$ cat src/logic/port_pkg.sv
package port_pkg;

    // one bit per output direction
    localparam int num_dirs = 4;

    // port index, also the bit position in a port vector
    typedef logic [1:0] dir_t;

    // north and east point toward larger y and x
    localparam dir_t dir_north = 2'd0;
    localparam dir_t dir_east  = 2'd1;
    localparam dir_t dir_south = 2'd2;
    localparam dir_t dir_west  = 2'd3;

    typedef logic [num_dirs-1:0] port_vec_t;

    // input lane that holds a given rank
    typedef logic [1:0] rank_t;

endpackage

$ cat src/logic/flit_pkg.sv
package flit_pkg;

    ////////////////////////////////////////////////////////////
    // field widths
    ////////////////////////////////////////////////////////////

    // 3 bits per coordinate, up to an 8 by 8 mesh
    localparam int coord_w   = 3;
    localparam int age_w     = 8;
    localparam int payload_w = 32;

    // four network ports, one lane each
    localparam int num_lanes = 4;

    ////////////////////////////////////////////////////////////
    // flit format
    ////////////////////////////////////////////////////////////

    typedef logic [coord_w-1:0]   coord_t;

    // larger value means older
    typedef logic [age_w-1:0]     age_t;

    typedef logic [payload_w-1:0] payload_t;

    // 47 bits, an empty slot is all zero
    typedef struct packed {
        logic     valid;
        coord_t   dst_x;
        coord_t   dst_y;
        age_t     age;
        payload_t payload;
    } flit_t;

endpackage
$ cat src/logic/router_top.sv
`timescale 1ns/100ps

module router_top
    import flit_pkg::*;
    import port_pkg::*;
#(
    parameter coord_t router_x = '0,
    parameter coord_t router_y = '0
) (
    input  logic                  clk,
    input  logic                  n_rst,
    input  flit_t [num_lanes-1:0] net_in,
    input  flit_t                 local_in,
    output flit_t [num_lanes-1:0] net_out,
    output flit_t                 local_out
);

    flit_t     [num_lanes-1:0] lanes;
    port_vec_t [num_lanes-1:0] ppv;
    flit_t     [num_lanes-1:0] st1_flits;
    port_vec_t [num_lanes-1:0] st1_ppv;

    // stage 0, input register then eject and inject
    inject_eject #(
        .router_x (router_x),
        .router_y (router_y)
    ) u_inject_eject (
        .clk       (clk),
        .n_rst     (n_rst),
        .net_in    (net_in),
        .local_in  (local_in),
        .lanes     (lanes),
        .local_out (local_out)
    );

    route_compute #(
        .router_x (router_x),
        .router_y (router_y)
    ) u_route_compute (
        .lanes (lanes),
        .ppv   (ppv)
    );

    // holds the stage-1 register
    age_sorter u_age_sorter (
        .clk       (clk),
        .n_rst     (n_rst),
        .lanes     (lanes),
        .ppv       (ppv),
        .st1_flits (st1_flits),
        .st1_ppv   (st1_ppv)
    );

    // stage 1, allocation and crossbar
    switch_alloc u_switch_alloc (
        .st1_flits (st1_flits),
        .st1_ppv   (st1_ppv),
        .net_out   (net_out)
    );

endmodule

$ cat src/logic/switch_alloc.sv
`timescale 1ns/100ps

module switch_alloc
    import flit_pkg::*;
    import port_pkg::*;
(
    input  flit_t     [num_lanes-1:0] st1_flits,
    input  port_vec_t [num_lanes-1:0] st1_ppv,
    output flit_t     [num_lanes-1:0] net_out
);

    port_vec_t                 free_ports;
    port_vec_t                 want;
    port_vec_t [num_lanes-1:0] grant;

    // lowest set bit as a one-hot vector
    function automatic port_vec_t lowest_one(input port_vec_t v);
        return v & (~v + port_vec_t'(1));
    endfunction

    ////////////////////////////////////////////////////////////
    // allocation in rank order
    ////////////////////////////////////////////////////////////

    // rank 0 is the oldest flit and picks first
    // lanes never outnumber ports, so a free port is always left
    always_comb begin
        free_ports = '1;
        want       = '0;
        grant      = '0;
        for (int r = 0; r < num_lanes; r++) begin
            if (st1_flits[r].valid) begin
                want = st1_ppv[r] & free_ports;
                // no productive port left, deflect
                if (want == '0) begin
                    want = free_ports;
                end
                grant[r]   = lowest_one(want);
                free_ports = free_ports & ~grant[r];
            end
        end
    end

    ////////////////////////////////////////////////////////////
    // crossbar
    ////////////////////////////////////////////////////////////

    // grants are one-hot and disjoint, idle ports stay zero
    always_comb begin
        net_out = '0;
        for (int p = 0; p < num_dirs; p++) begin
            for (int r = 0; r < num_lanes; r++) begin
                if (grant[r][p]) begin
                    net_out[p] = st1_flits[r];
                end
            end
        end
    end

endmodule

$ cat src/logic/age_sorter.sv
`timescale 1ns/100ps

module age_sorter
    import flit_pkg::*;
    import port_pkg::*;
(
    input  logic                         clk,
    input  logic                         n_rst,
    input  flit_t     [num_lanes-1:0]    lanes,
    input  port_vec_t [num_lanes-1:0]    ppv,
    output flit_t     [num_lanes-1:0]    st1_flits,
    output port_vec_t [num_lanes-1:0]    st1_ppv
);

    // flit plus its routing vector, lane kept for tie breaking
    typedef struct packed {
        flit_t     flit;
        port_vec_t ppv;
        rank_t     lane;
    } sort_ent_t;

    // element 0 goes to the lower (older) position
    typedef sort_ent_t [1:0] ent_pair_t;

    localparam int key_w = 1 + $bits(age_t) + $bits(rank_t);

    sort_ent_t [num_lanes-1:0] s_in;
    sort_ent_t [num_lanes-1:0] s_a;
    sort_ent_t [num_lanes-1:0] s_b;
    sort_ent_t [num_lanes-1:0] s_c;

    // valid first, then older, then lower lane
    // inverted lane index makes every key distinct, so the
    // network behaves like a stable sort
    function automatic logic [key_w-1:0] sort_key(input sort_ent_t e);
        return {e.flit.valid, e.flit.age, ~e.lane};
    endfunction

    // compare and swap, larger key stays in front
    function automatic ent_pair_t cas(input sort_ent_t a, input sort_ent_t b);
        ent_pair_t res;
        if (sort_key(b) > sort_key(a)) begin
            res[0] = b;
            res[1] = a;
        end else begin
            res[0] = a;
            res[1] = b;
        end
        return res;
    endfunction

    always_comb begin
        for (int i = 0; i < num_lanes; i++) begin
            s_in[i].flit = lanes[i];
            s_in[i].ppv  = ppv[i];
            s_in[i].lane = rank_t'(i);
        end
    end

    ////////////////////////////////////////////////////////////
    // five-cell sorting network, three levels
    ////////////////////////////////////////////////////////////

    always_comb begin
        {s_a[1], s_a[0]} = cas(s_in[0], s_in[1]);
        {s_a[3], s_a[2]} = cas(s_in[2], s_in[3]);

        {s_b[2], s_b[0]} = cas(s_a[0], s_a[2]);
        {s_b[3], s_b[1]} = cas(s_a[1], s_a[3]);

        s_c[0] = s_b[0];
        {s_c[2], s_c[1]} = cas(s_b[1], s_b[2]);
        s_c[3] = s_b[3];
    end

    ////////////////////////////////////////////////////////////
    // stage-1 register
    ////////////////////////////////////////////////////////////

    always_ff @(posedge clk) begin
        if (!n_rst) begin
            st1_flits <= '0;
            st1_ppv   <= '0;
        end else begin
            for (int r = 0; r < num_lanes; r++) begin
                st1_flits[r] <= s_c[r].flit;
                st1_ppv[r]   <= s_c[r].ppv;
            end
        end
    end

endmodule

$ cat src/logic/route_compute.sv
`timescale 1ns/100ps

module route_compute
    import flit_pkg::*;
    import port_pkg::*;
#(
    parameter coord_t router_x = '0,
    parameter coord_t router_y = '0
) (
    input  flit_t     [num_lanes-1:0] lanes,
    output port_vec_t [num_lanes-1:0] ppv
);

    // minimal routing, every direction that closes the distance
    // a flit sitting on its own node gets no bits
    always_comb begin
        for (int i = 0; i < num_lanes; i++) begin
            ppv[i] = '0;
            if (lanes[i].valid) begin
                // x dimension
                ppv[i][dir_east]  = lanes[i].dst_x > router_x;
                ppv[i][dir_west]  = lanes[i].dst_x < router_x;
                // y dimension
                ppv[i][dir_north] = lanes[i].dst_y > router_y;
                ppv[i][dir_south] = lanes[i].dst_y < router_y;
            end
        end
    end

endmodule

$ cat src/logic/inject_eject.sv
`timescale 1ns/100ps

module inject_eject
    import flit_pkg::*;
#(
    parameter coord_t router_x = '0,
    parameter coord_t router_y = '0
) (
    input  logic                    clk,
    input  logic                    n_rst,
    input  flit_t [num_lanes-1:0]   net_in,
    input  flit_t                   local_in,
    output flit_t [num_lanes-1:0]   lanes,
    output flit_t                   local_out
);

    flit_t [num_lanes-1:0] net_q;
    flit_t                 local_q;

    logic [num_lanes-1:0]  here;
    logic [num_lanes-1:0]  eject_sel;
    logic                  eject_found;
    age_t                  eject_age;

    flit_t [num_lanes-1:0] kept;
    logic                  inj_done;

    ////////////////////////////////////////////////////////////
    // input register
    ////////////////////////////////////////////////////////////

    always_ff @(posedge clk) begin
        if (!n_rst) begin
            net_q   <= '0;
            local_q <= '0;
        end else begin
            net_q   <= net_in;
            local_q <= local_in;
        end
    end

    ////////////////////////////////////////////////////////////
    // ejection
    ////////////////////////////////////////////////////////////

    // valid flits that have arrived at this node
    always_comb begin
        for (int i = 0; i < num_lanes; i++) begin
            here[i] = net_q[i].valid &&
                      (net_q[i].dst_x == router_x) &&
                      (net_q[i].dst_y == router_y);
        end
    end

    // oldest one wins, strict compare keeps the lower port on a tie
    always_comb begin
        eject_found = 1'b0;
        eject_age   = '0;
        eject_sel   = '0;
        for (int i = 0; i < num_lanes; i++) begin
            if (here[i] && (!eject_found || (net_q[i].age > eject_age))) begin
                eject_found  = 1'b1;
                eject_age    = net_q[i].age;
                eject_sel    = '0;
                eject_sel[i] = 1'b1;
            end
        end
    end

    // at most one bit of eject_sel is set
    always_comb begin
        local_out = '0;
        for (int i = 0; i < num_lanes; i++) begin
            if (eject_sel[i]) begin
                local_out = net_q[i];
            end
        end
    end

    ////////////////////////////////////////////////////////////
    // injection
    ////////////////////////////////////////////////////////////

    // ejected lane becomes an empty slot
    always_comb begin
        for (int i = 0; i < num_lanes; i++) begin
            kept[i] = eject_sel[i] ? '0 : net_q[i];
        end
    end

    // local flit drops into the lowest empty lane, lost if none
    always_comb begin
        lanes    = kept;
        inj_done = 1'b0;
        for (int i = 0; i < num_lanes; i++) begin
            if (local_q.valid && !inj_done && !kept[i].valid) begin
                lanes[i] = local_q;
                inj_done = 1'b1;
            end
        end
    end

endmodule

$ cat config.mk
export PLATFORM = sky130hd
export DESIGN_NAME = router_top
export DESIGN_NICKNAME = d
export VERILOG_FILES = /design/src/logic/port_pkg.sv /design/src/logic/flit_pkg.sv /design/src/logic/router_top.sv /design/src/logic/switch_alloc.sv /design/src/logic/age_sorter.sv /design/src/logic/route_compute.sv /design/src/logic/inject_eject.sv
export SDC_FILE = /design/constraint.sdc
export NUM_CORES = 1
export LEC_CHECK = 0
export BUFFER_PORTS_ARGS = -buffer_cell sky130_fd_sc_hd__buf_2
export CAP_MARGIN = 40
export CELL_PAD_IN_SITES_DETAIL_PLACEMENT = 1
export CELL_PAD_IN_SITES_GLOBAL_PLACEMENT = 2
export CORE_ASPECT_RATIO = 0.75
export CORE_MARGIN = 4
export CORE_UTILIZATION = 33
export DETAILED_ROUTE_END_ITERATION = 10
export GPL_TIMING_DRIVEN = 1
export HOLD_SLACK_MARGIN = 0.02
export PLACE_DENSITY_LB_ADDON = 0.1
export REMOVE_ABC_BUFFERS = 1
export SLEW_MARGIN = 30
export SYNTH_ARGS = -nofsm -noshare
export SYNTH_HDL_FRONTEND = slang
export SYNTH_SLANG_ARGS = --single-unit
$ cat constraint.sdc
create_clock -name clk -period 14.6 [get_ports clk]
set_clock_uncertainty 0.15 [all_clocks]
set_input_delay 2.92 -clock clk [delete_from_list [all_inputs] [get_ports clk]]
set_output_delay 2.92 -clock clk [all_outputs]
set_load 0.01 [all_outputs]
* Word level (Yosys, flattened, before mapping)
Cells that the tools add are included.
Cells by class: $add $sub $neg 4, multipliers 0, div/mod/pow operators 0, magnitude comparators 24, equal/unequal tests 0, shifts and indexed selects 0, mux-type cells 65, bitwise logic cells 22, reduce and logical (&&, ||, !) cells 43
Operators by type and width (count):
- $mux W47 | 28
- $mux W106 | 5
- $mux W4 | 20
- $gt A11 B11 Y1 | 5
- $and A4 B4 Y4 | 9
- $not A4 Y4 | 7
- $gt A3 B1 Y1 const B | 8
- $gt A8 B8 Y1 | 3
- $logic_not A3 Y1 | 8
- $lt A3 B1 Y1 const B | 8
- $mux W8 | 3
- $logic_and A1 B1 Y1 | 18
- $add A4 B1 Y4 const B | 4
- $logic_not A4 Y1 | 4
- $not A2 Y2 | 6
- $logic_not A1 Y1 | 10
- $mux W1 | 7
- $logic_or A1 B1 Y1 | 3
- $mux W3 | 1
- $mux W2 | 1
Word-level totals: register bits 439, latch bits 0, RAM bits 0, ROM bits 0, input bits 237, logic and storage cells 207, memories kept 0

* Logic depth before layout (Yosys ltp)
depth in word-level cells 41, depth in mapped cells 70, depth with buffers taken out 59

* Hierarchy
Synthesis repeated with hierarchy kept, for this count alone.
Unflattened totals: cell total of the unflattened synthesis 3218, area, all modules 26633.0 um^2
By module, submodules not included:
- age_sorter | instances 1, cells an instance 1371, area each 11771.3 um^2, sequential area each 4083.9 um^2
- inject_eject | instances 1, cells an instance 1173, area each 10518.8 um^2, sequential area each 4704.5 um^2
- switch_alloc | instances 1, cells an instance 657, area each 4209.0 um^2, sequential area each 0.0 um^2
- route_compute | instances 1, cells an instance 17, area each 133.9 um^2, sequential area each 0.0 um^2

* Worst setup path before layout
OpenSTA, ideal clock, no wires.
kind reg2reg, from reg u_inject_eject.net_q[46] (netlist name), to reg, netlist name u_age_sorter.st1_flits[130], library setup time 0.136 ns, arrival 12.708 ns, path slack 1.605 ns, stages on the path, launching flop included 66, buffers on the path 12, cells stage by stage dfxtp_1 -> clkbuf_1 -> and3_1 -> buf_2 -> clkbuf_1 -> nand2_1 -> ha_1 -> nor2b_1 -> o211ai_1 -> a21oi_1 -> o22ai_1 -> a21oi_1 -> clkbuf_1 -> a21oi_1 -> ha_1 -> nor2b_1 -> o211ai_1 -> a21oi_1 -> [... 30 more ...] -> buf_4 -> inv_2 -> buf_6 -> buf_2 -> ha_1 -> nor2b_1 -> o21a_1 -> o21a_1 -> o21ai_0 -> nand2b_1 -> a21oi_1 -> o21ai_0 -> o22ai_1 -> nor2_1 -> nand2_1 -> clkbuf_1 -> clkbuf_1 -> o22ai_1
On the way: word-level cells in the longest chain between the ends 39, elaborated cells between the ends (all ways) 65, classes of those cells order compare (8); mux (26); bitwise (6); reduce/logical (25)
Ends and longest elaborated chain:
- start, declared | RTL line inject_eject.sv:17 | flit_t [num_lanes-1:0] net_q;
- start signal, assigned | RTL line inject_eject.sv:37 | net_q <= net_in;
- $logic_and A1 B1 Y1 | RTL line inject_eject.sv:49 | here[i] = net_q[i].valid &&
- $logic_and A1 B1 Y1 | RTL line inject_eject.sv:50 | (net_q[i].dst_x == router_x) &&
- $mux W8 or $mux W1 (tied branches) | RTL line inject_eject.sv:61 | if (here[i] && (!eject_found || (net_q[i].age > eject_age))) begin
- $gt A8 B8 Y1 or $logic_not A1 Y1 (tied branches) | RTL line inject_eject.sv:61
- $logic_or A1 B1 Y1 | RTL line inject_eject.sv:61
- $logic_and A1 B1 Y1 | RTL line inject_eject.sv:61
- $mux W8 or $mux W1 (tied branches) | RTL line inject_eject.sv:61
- $gt A8 B8 Y1 or $logic_not A1 Y1 (tied branches) | RTL line inject_eject.sv:61
- [... 23 more ...]
- $gt A11 B11 Y1 | RTL line age_sorter.sv:42 | if (sort_key(b) > sort_key(a)) begin
- $mux W106 | RTL line age_sorter.sv:42
- $not A2 Y2 | RTL line age_sorter.sv:36 | return {e.flit.valid, e.flit.age, ~e.lane};
- $gt A11 B11 Y1 | RTL line age_sorter.sv:42
- $mux W106 | RTL line age_sorter.sv:42
- $not A2 Y2 | RTL line age_sorter.sv:36
- $gt A11 B11 Y1 | RTL line age_sorter.sv:42
- $mux W106 (*) | RTL line age_sorter.sv:42
Mark *: on every way between the ends. The rest lies on a longest branch, timed or not. A chain may end at the register's enable or synchronous reset.

* Worst setup path after layout
from reg u_inject_eject.net_q[44] (netlist name), to reg, netlist name u_age_sorter.st1_flits[134]
On the way: word-level cells in the longest chain between the ends 40, elaborated cells between the ends (all ways) 66, classes of those cells order compare (8); mux (26); bitwise (6); reduce/logical (26)
Ends and longest elaborated chain (RTL line):
- $logic_not A3 Y1 (*) | inject_eject.sv:50
- $logic_and A1 B1 Y1 (*) | inject_eject.sv:49
- $logic_and A1 B1 Y1 (*) | inject_eject.sv:50
- $mux W8 or $mux W1 (tied branches) | inject_eject.sv:61
- $gt A8 B8 Y1 or $logic_not A1 Y1 (tied branches) | inject_eject.sv:61
- $logic_or A1 B1 Y1 | inject_eject.sv:61
- $logic_and A1 B1 Y1 | inject_eject.sv:61
- $mux W8 or $mux W1 (tied branches) | inject_eject.sv:61
- [... 24 more ...]
- $gt A11 B11 Y1 | age_sorter.sv:42
- $mux W106 | age_sorter.sv:42
- $not A2 Y2 | age_sorter.sv:36
- $gt A11 B11 Y1 | age_sorter.sv:42
- $mux W106 | age_sorter.sv:42
- $not A2 Y2 | age_sorter.sv:36
- $gt A11 B11 Y1 | age_sorter.sv:42
- $mux W106 (*) | age_sorter.sv:42
Marked as above.

==> results.toml <==
[critical_path]
max_stage_delay_ns = 0.52
path_max_fanout = 38
r2r.worst_path.cells = 56
required_ns = 14.98
cpLargestDelayFamily = "compound AO/OA/AOI/OAI gates"
arrival_ns = 14.10
cp_slowest_cell = "a211oi_4"
startpoint = "u_inject_eject.net_q[44]"
path_common_cell = "ha_1"
cp_num_buf_inv = 10
crit_end = "u_age_sorter.st1_flits[134]"
criticalPathCategory = "flop to flop"
r2r_start = "u_inject_eject.net_q[44]"
ff2ff_setup_slack_ns = 0.88
startpoint_type = "flop"
crit_path_end_kind = "flop"
r2r-end = "u_age_sorter.st1_flits[134]"
cp.depth = 56

[cells_and_area]
final_util = 0.4045
layout-drive-gt1-share = 0.2142
multi_input_area_sq_um = 14830
nFillCells = 8736
nets = 3614
syn_to_final_growth_pct = 21.19
seqCellArea_sq_um = 8628

[synthesis]
synth_ff_type = "dfxtp_1"
yosysUniqueCellTypes = 80
synth-edff-count = 0
yosys_warnings = 0
synth_seq_area_share = 0.3507
synthArstFlopShare = 0
syn_area_per_cell_sq_um = 8.343
yosysMostFrequentCell = "nand2_1"
synth_top_area_cell = "dfxtp_1"
synth_area_sq_um = 24600
synth_common_cells = "nand2_1, dfxtp_1, mux2i_1, and2_1, a21oi_1"
yosys-top-cells-area = "dfxtp_1, mux2i_1, and2_1"
synthCells = 2949
ys_seq_elements = 431
synth_top_area_frac = 0.3507

[clocking]
cts_tree = "yes"
cts_made_buffers = 48
worst_skew_pair.late_latency_ns = 0.61
ctsRootBufferMaster = "clkbuf_16"
cts_sinks = 431
clk_path_buf_depth = 3
cts_max_level = 2
path_clk_slew_ns = 0.06

[timing]
rsz0062_at_grt = "no"
period_needed_ns = 13.72
slew_violations = 0
fin_tns_setup_ns = 0
fmax_mhz = 72.91
tightest_slew_ns = 0.8943
setup_viol = 0
fin_crit_sh = 0.9394
relSlewSlack = 0.4038
hold_viol = 0

[floorplanning]
dieArea_sq_um = 79030
rows = 86
dieHeight_um = 244.5
die_w_um = 323.3
start_util = 0.3338
io_pins = 472
core_sq_um = 73710

[power_and_ir_drop]
p_leak_nw = 14.15
p_sw_frac = 0.3964
ir_drop_v = 0.0001071
finalPower_mw = 4.617
power_per_cell_area_nw_per_um2 = 154.8
power_frac_comb = 0.380
power_frac_clock = 0.285
p_seq_frac = 0.334
p_sw_mw = 1.830
p_int_mw = 2.787

[grt]
grt_max_degree = 127
grt_usage = 0.2857
grt_first_pass_wirelength_um = 169900
grt_overflow = 0
antenna_found_initial = 6
first_global_vias = 25595

[min_path]
hold_class = "flop to flop"

[drt]
drt-total-wl_um = 117400
via_count = 25040
first_pass_iters = 8
drc = 0
postRouteAntennaNets = 0
via_per_inst = 5.798
drtIter0Drc = 2385
routedWlPerCell_um = 27.17

[placement]
dp_hpwl_um = 82090
gp_congestion = 0.9045
port_buffers = 465

[job]
cap_violations = 0

[run_status]
status = "completed"
[layout by cell type (no fill, tap or decap), types with 18 or more instances in the layout]
cell type and instances:
nor2_1 92, a21o_1 22, o21ai_0 82, inv_1 59
mux2i_1 298, a22o_1 33, o22ai_1 87, and2_1 287
ha_1 67, a21oi_1 248, nor3_1 22, nand2_1 464
nand4_1 18, dfxtp_1 431, buf_4 70, a222oi_1 97
and3_1 152, a221o_1 28, clkbuf_16 48, buf_2 466
o211ai_1 35
[per-layer routing]
| layer | vias up | wire, um | GRT usage | share of wire |
|---|---|---|---|---|
| li1 | 11345 | - | - | - |
| met1 | 12511 | 52890 | 0.3912 | 0.45 |
| met2 | 1009 | 53710 | 0.4712 | 0.46 |
| met3 | 173 | 7769 | 0.03856 | 0.066 |
| met4 | 2 | 2985 | 0.07949 | 0.025 |
| met5 | - | 13 | 0 | 0.00011 |
[repair_timing]
item,4_1_cts,5_1_grt
endpoints found under the setup margin,0,98
hold buffers,0,0
setup buffers,0,1
gates resized for setup,0,10
endpoints found under the hold margin,0,0
[sequential cells by signal, summed over array words and instances (netlist names)]
signal / cells
u_age_sorter.st1_flits: 188
u_age_sorter.st1_ppv: 8
u_inject_eject.local_q: 47
u_inject_eject.net_q: 188
[worst reg2reg max path, delay by kind of cell (launching register included)]
family | cells | cell delay [ns]
flip-flops | 1 | 0.32
adder cells (fa/ha/maj) | 6 | 1.79
multiplexers | 3 | 1.11
AO/OA/AOI/OAI | 23 | 5.18
buffers and inverters | 10 | 2.15
AND/OR/NAND/NOR | 14 | 2.96
[worst min-delay path by stage]
stage,start,endpoint,depth (start not counted)
after detailed placement,u_inject_eject.local_q[44],u_age_sorter.st1_flits[185],2
after floorplan,u_inject_eject.local_q[41],u_age_sorter.st1_flits[182],2
after global placement,u_inject_eject.local_q[44],u_age_sorter.st1_flits[185],2
after CTS,u_inject_eject.local_q[44],u_age_sorter.st1_flits[185],2
after global routing,u_inject_eject.local_q[44],u_age_sorter.st1_flits[185],2
final,u_inject_eject.local_q[44],u_age_sorter.st1_flits[185],2
[logic make-up after synthesis]
kind of cell | synth area share
buf+inv | 0.05711
simple gates | 0.2228
mux | 0.1275
fa+ha+maj | 0.03407
flops | 0.3507
other cells | 0.0001524
compound gates | 0.2077
[power groups by stage]
stage	combinational (mW)	clock, mW	sequential [mW]
floorplan	1.06	0	1.51
global placement	1.68	0	1.55
detailed placement	1.73	0	1.56
CTS	1.74	1.35	1.54
global route	1.87	1.39	1.56
finish	1.76	1.32	1.54
[layout make-up]
type,count,share of cell area
antenna,4,0.0003357
clock buffer,63,0.04452
clock inverter,24,0.01200
inverter,62,0.007973
multi-input combinational,2211,0.4974
sequential,431,0.2894
tap,968,0.04062
timing repair buffer,556,0.1078
[per-stage QoR]
stage / std cells / hold slack (ns) / instance area, sq um / worst slack, ns
6_report: 4319 / 0.5837 / 29820 / 0.8845
5_1_grt: 4317 / 0.6007 / 29810 / 0.1206
4_1_cts: 4312 / 0.5632 / 29700 / 0.2653
3_5_place_dp: 4225 / 0.5454 / 28020 / 0.2881
3_3_place_gp: 4215 / 0.5656 / 27830 / 0.2566
2_1_floorplan: 2704 / 0.4690 / 23450 / -9.567
Note: power is estimated with default switching activity, not from simulation.
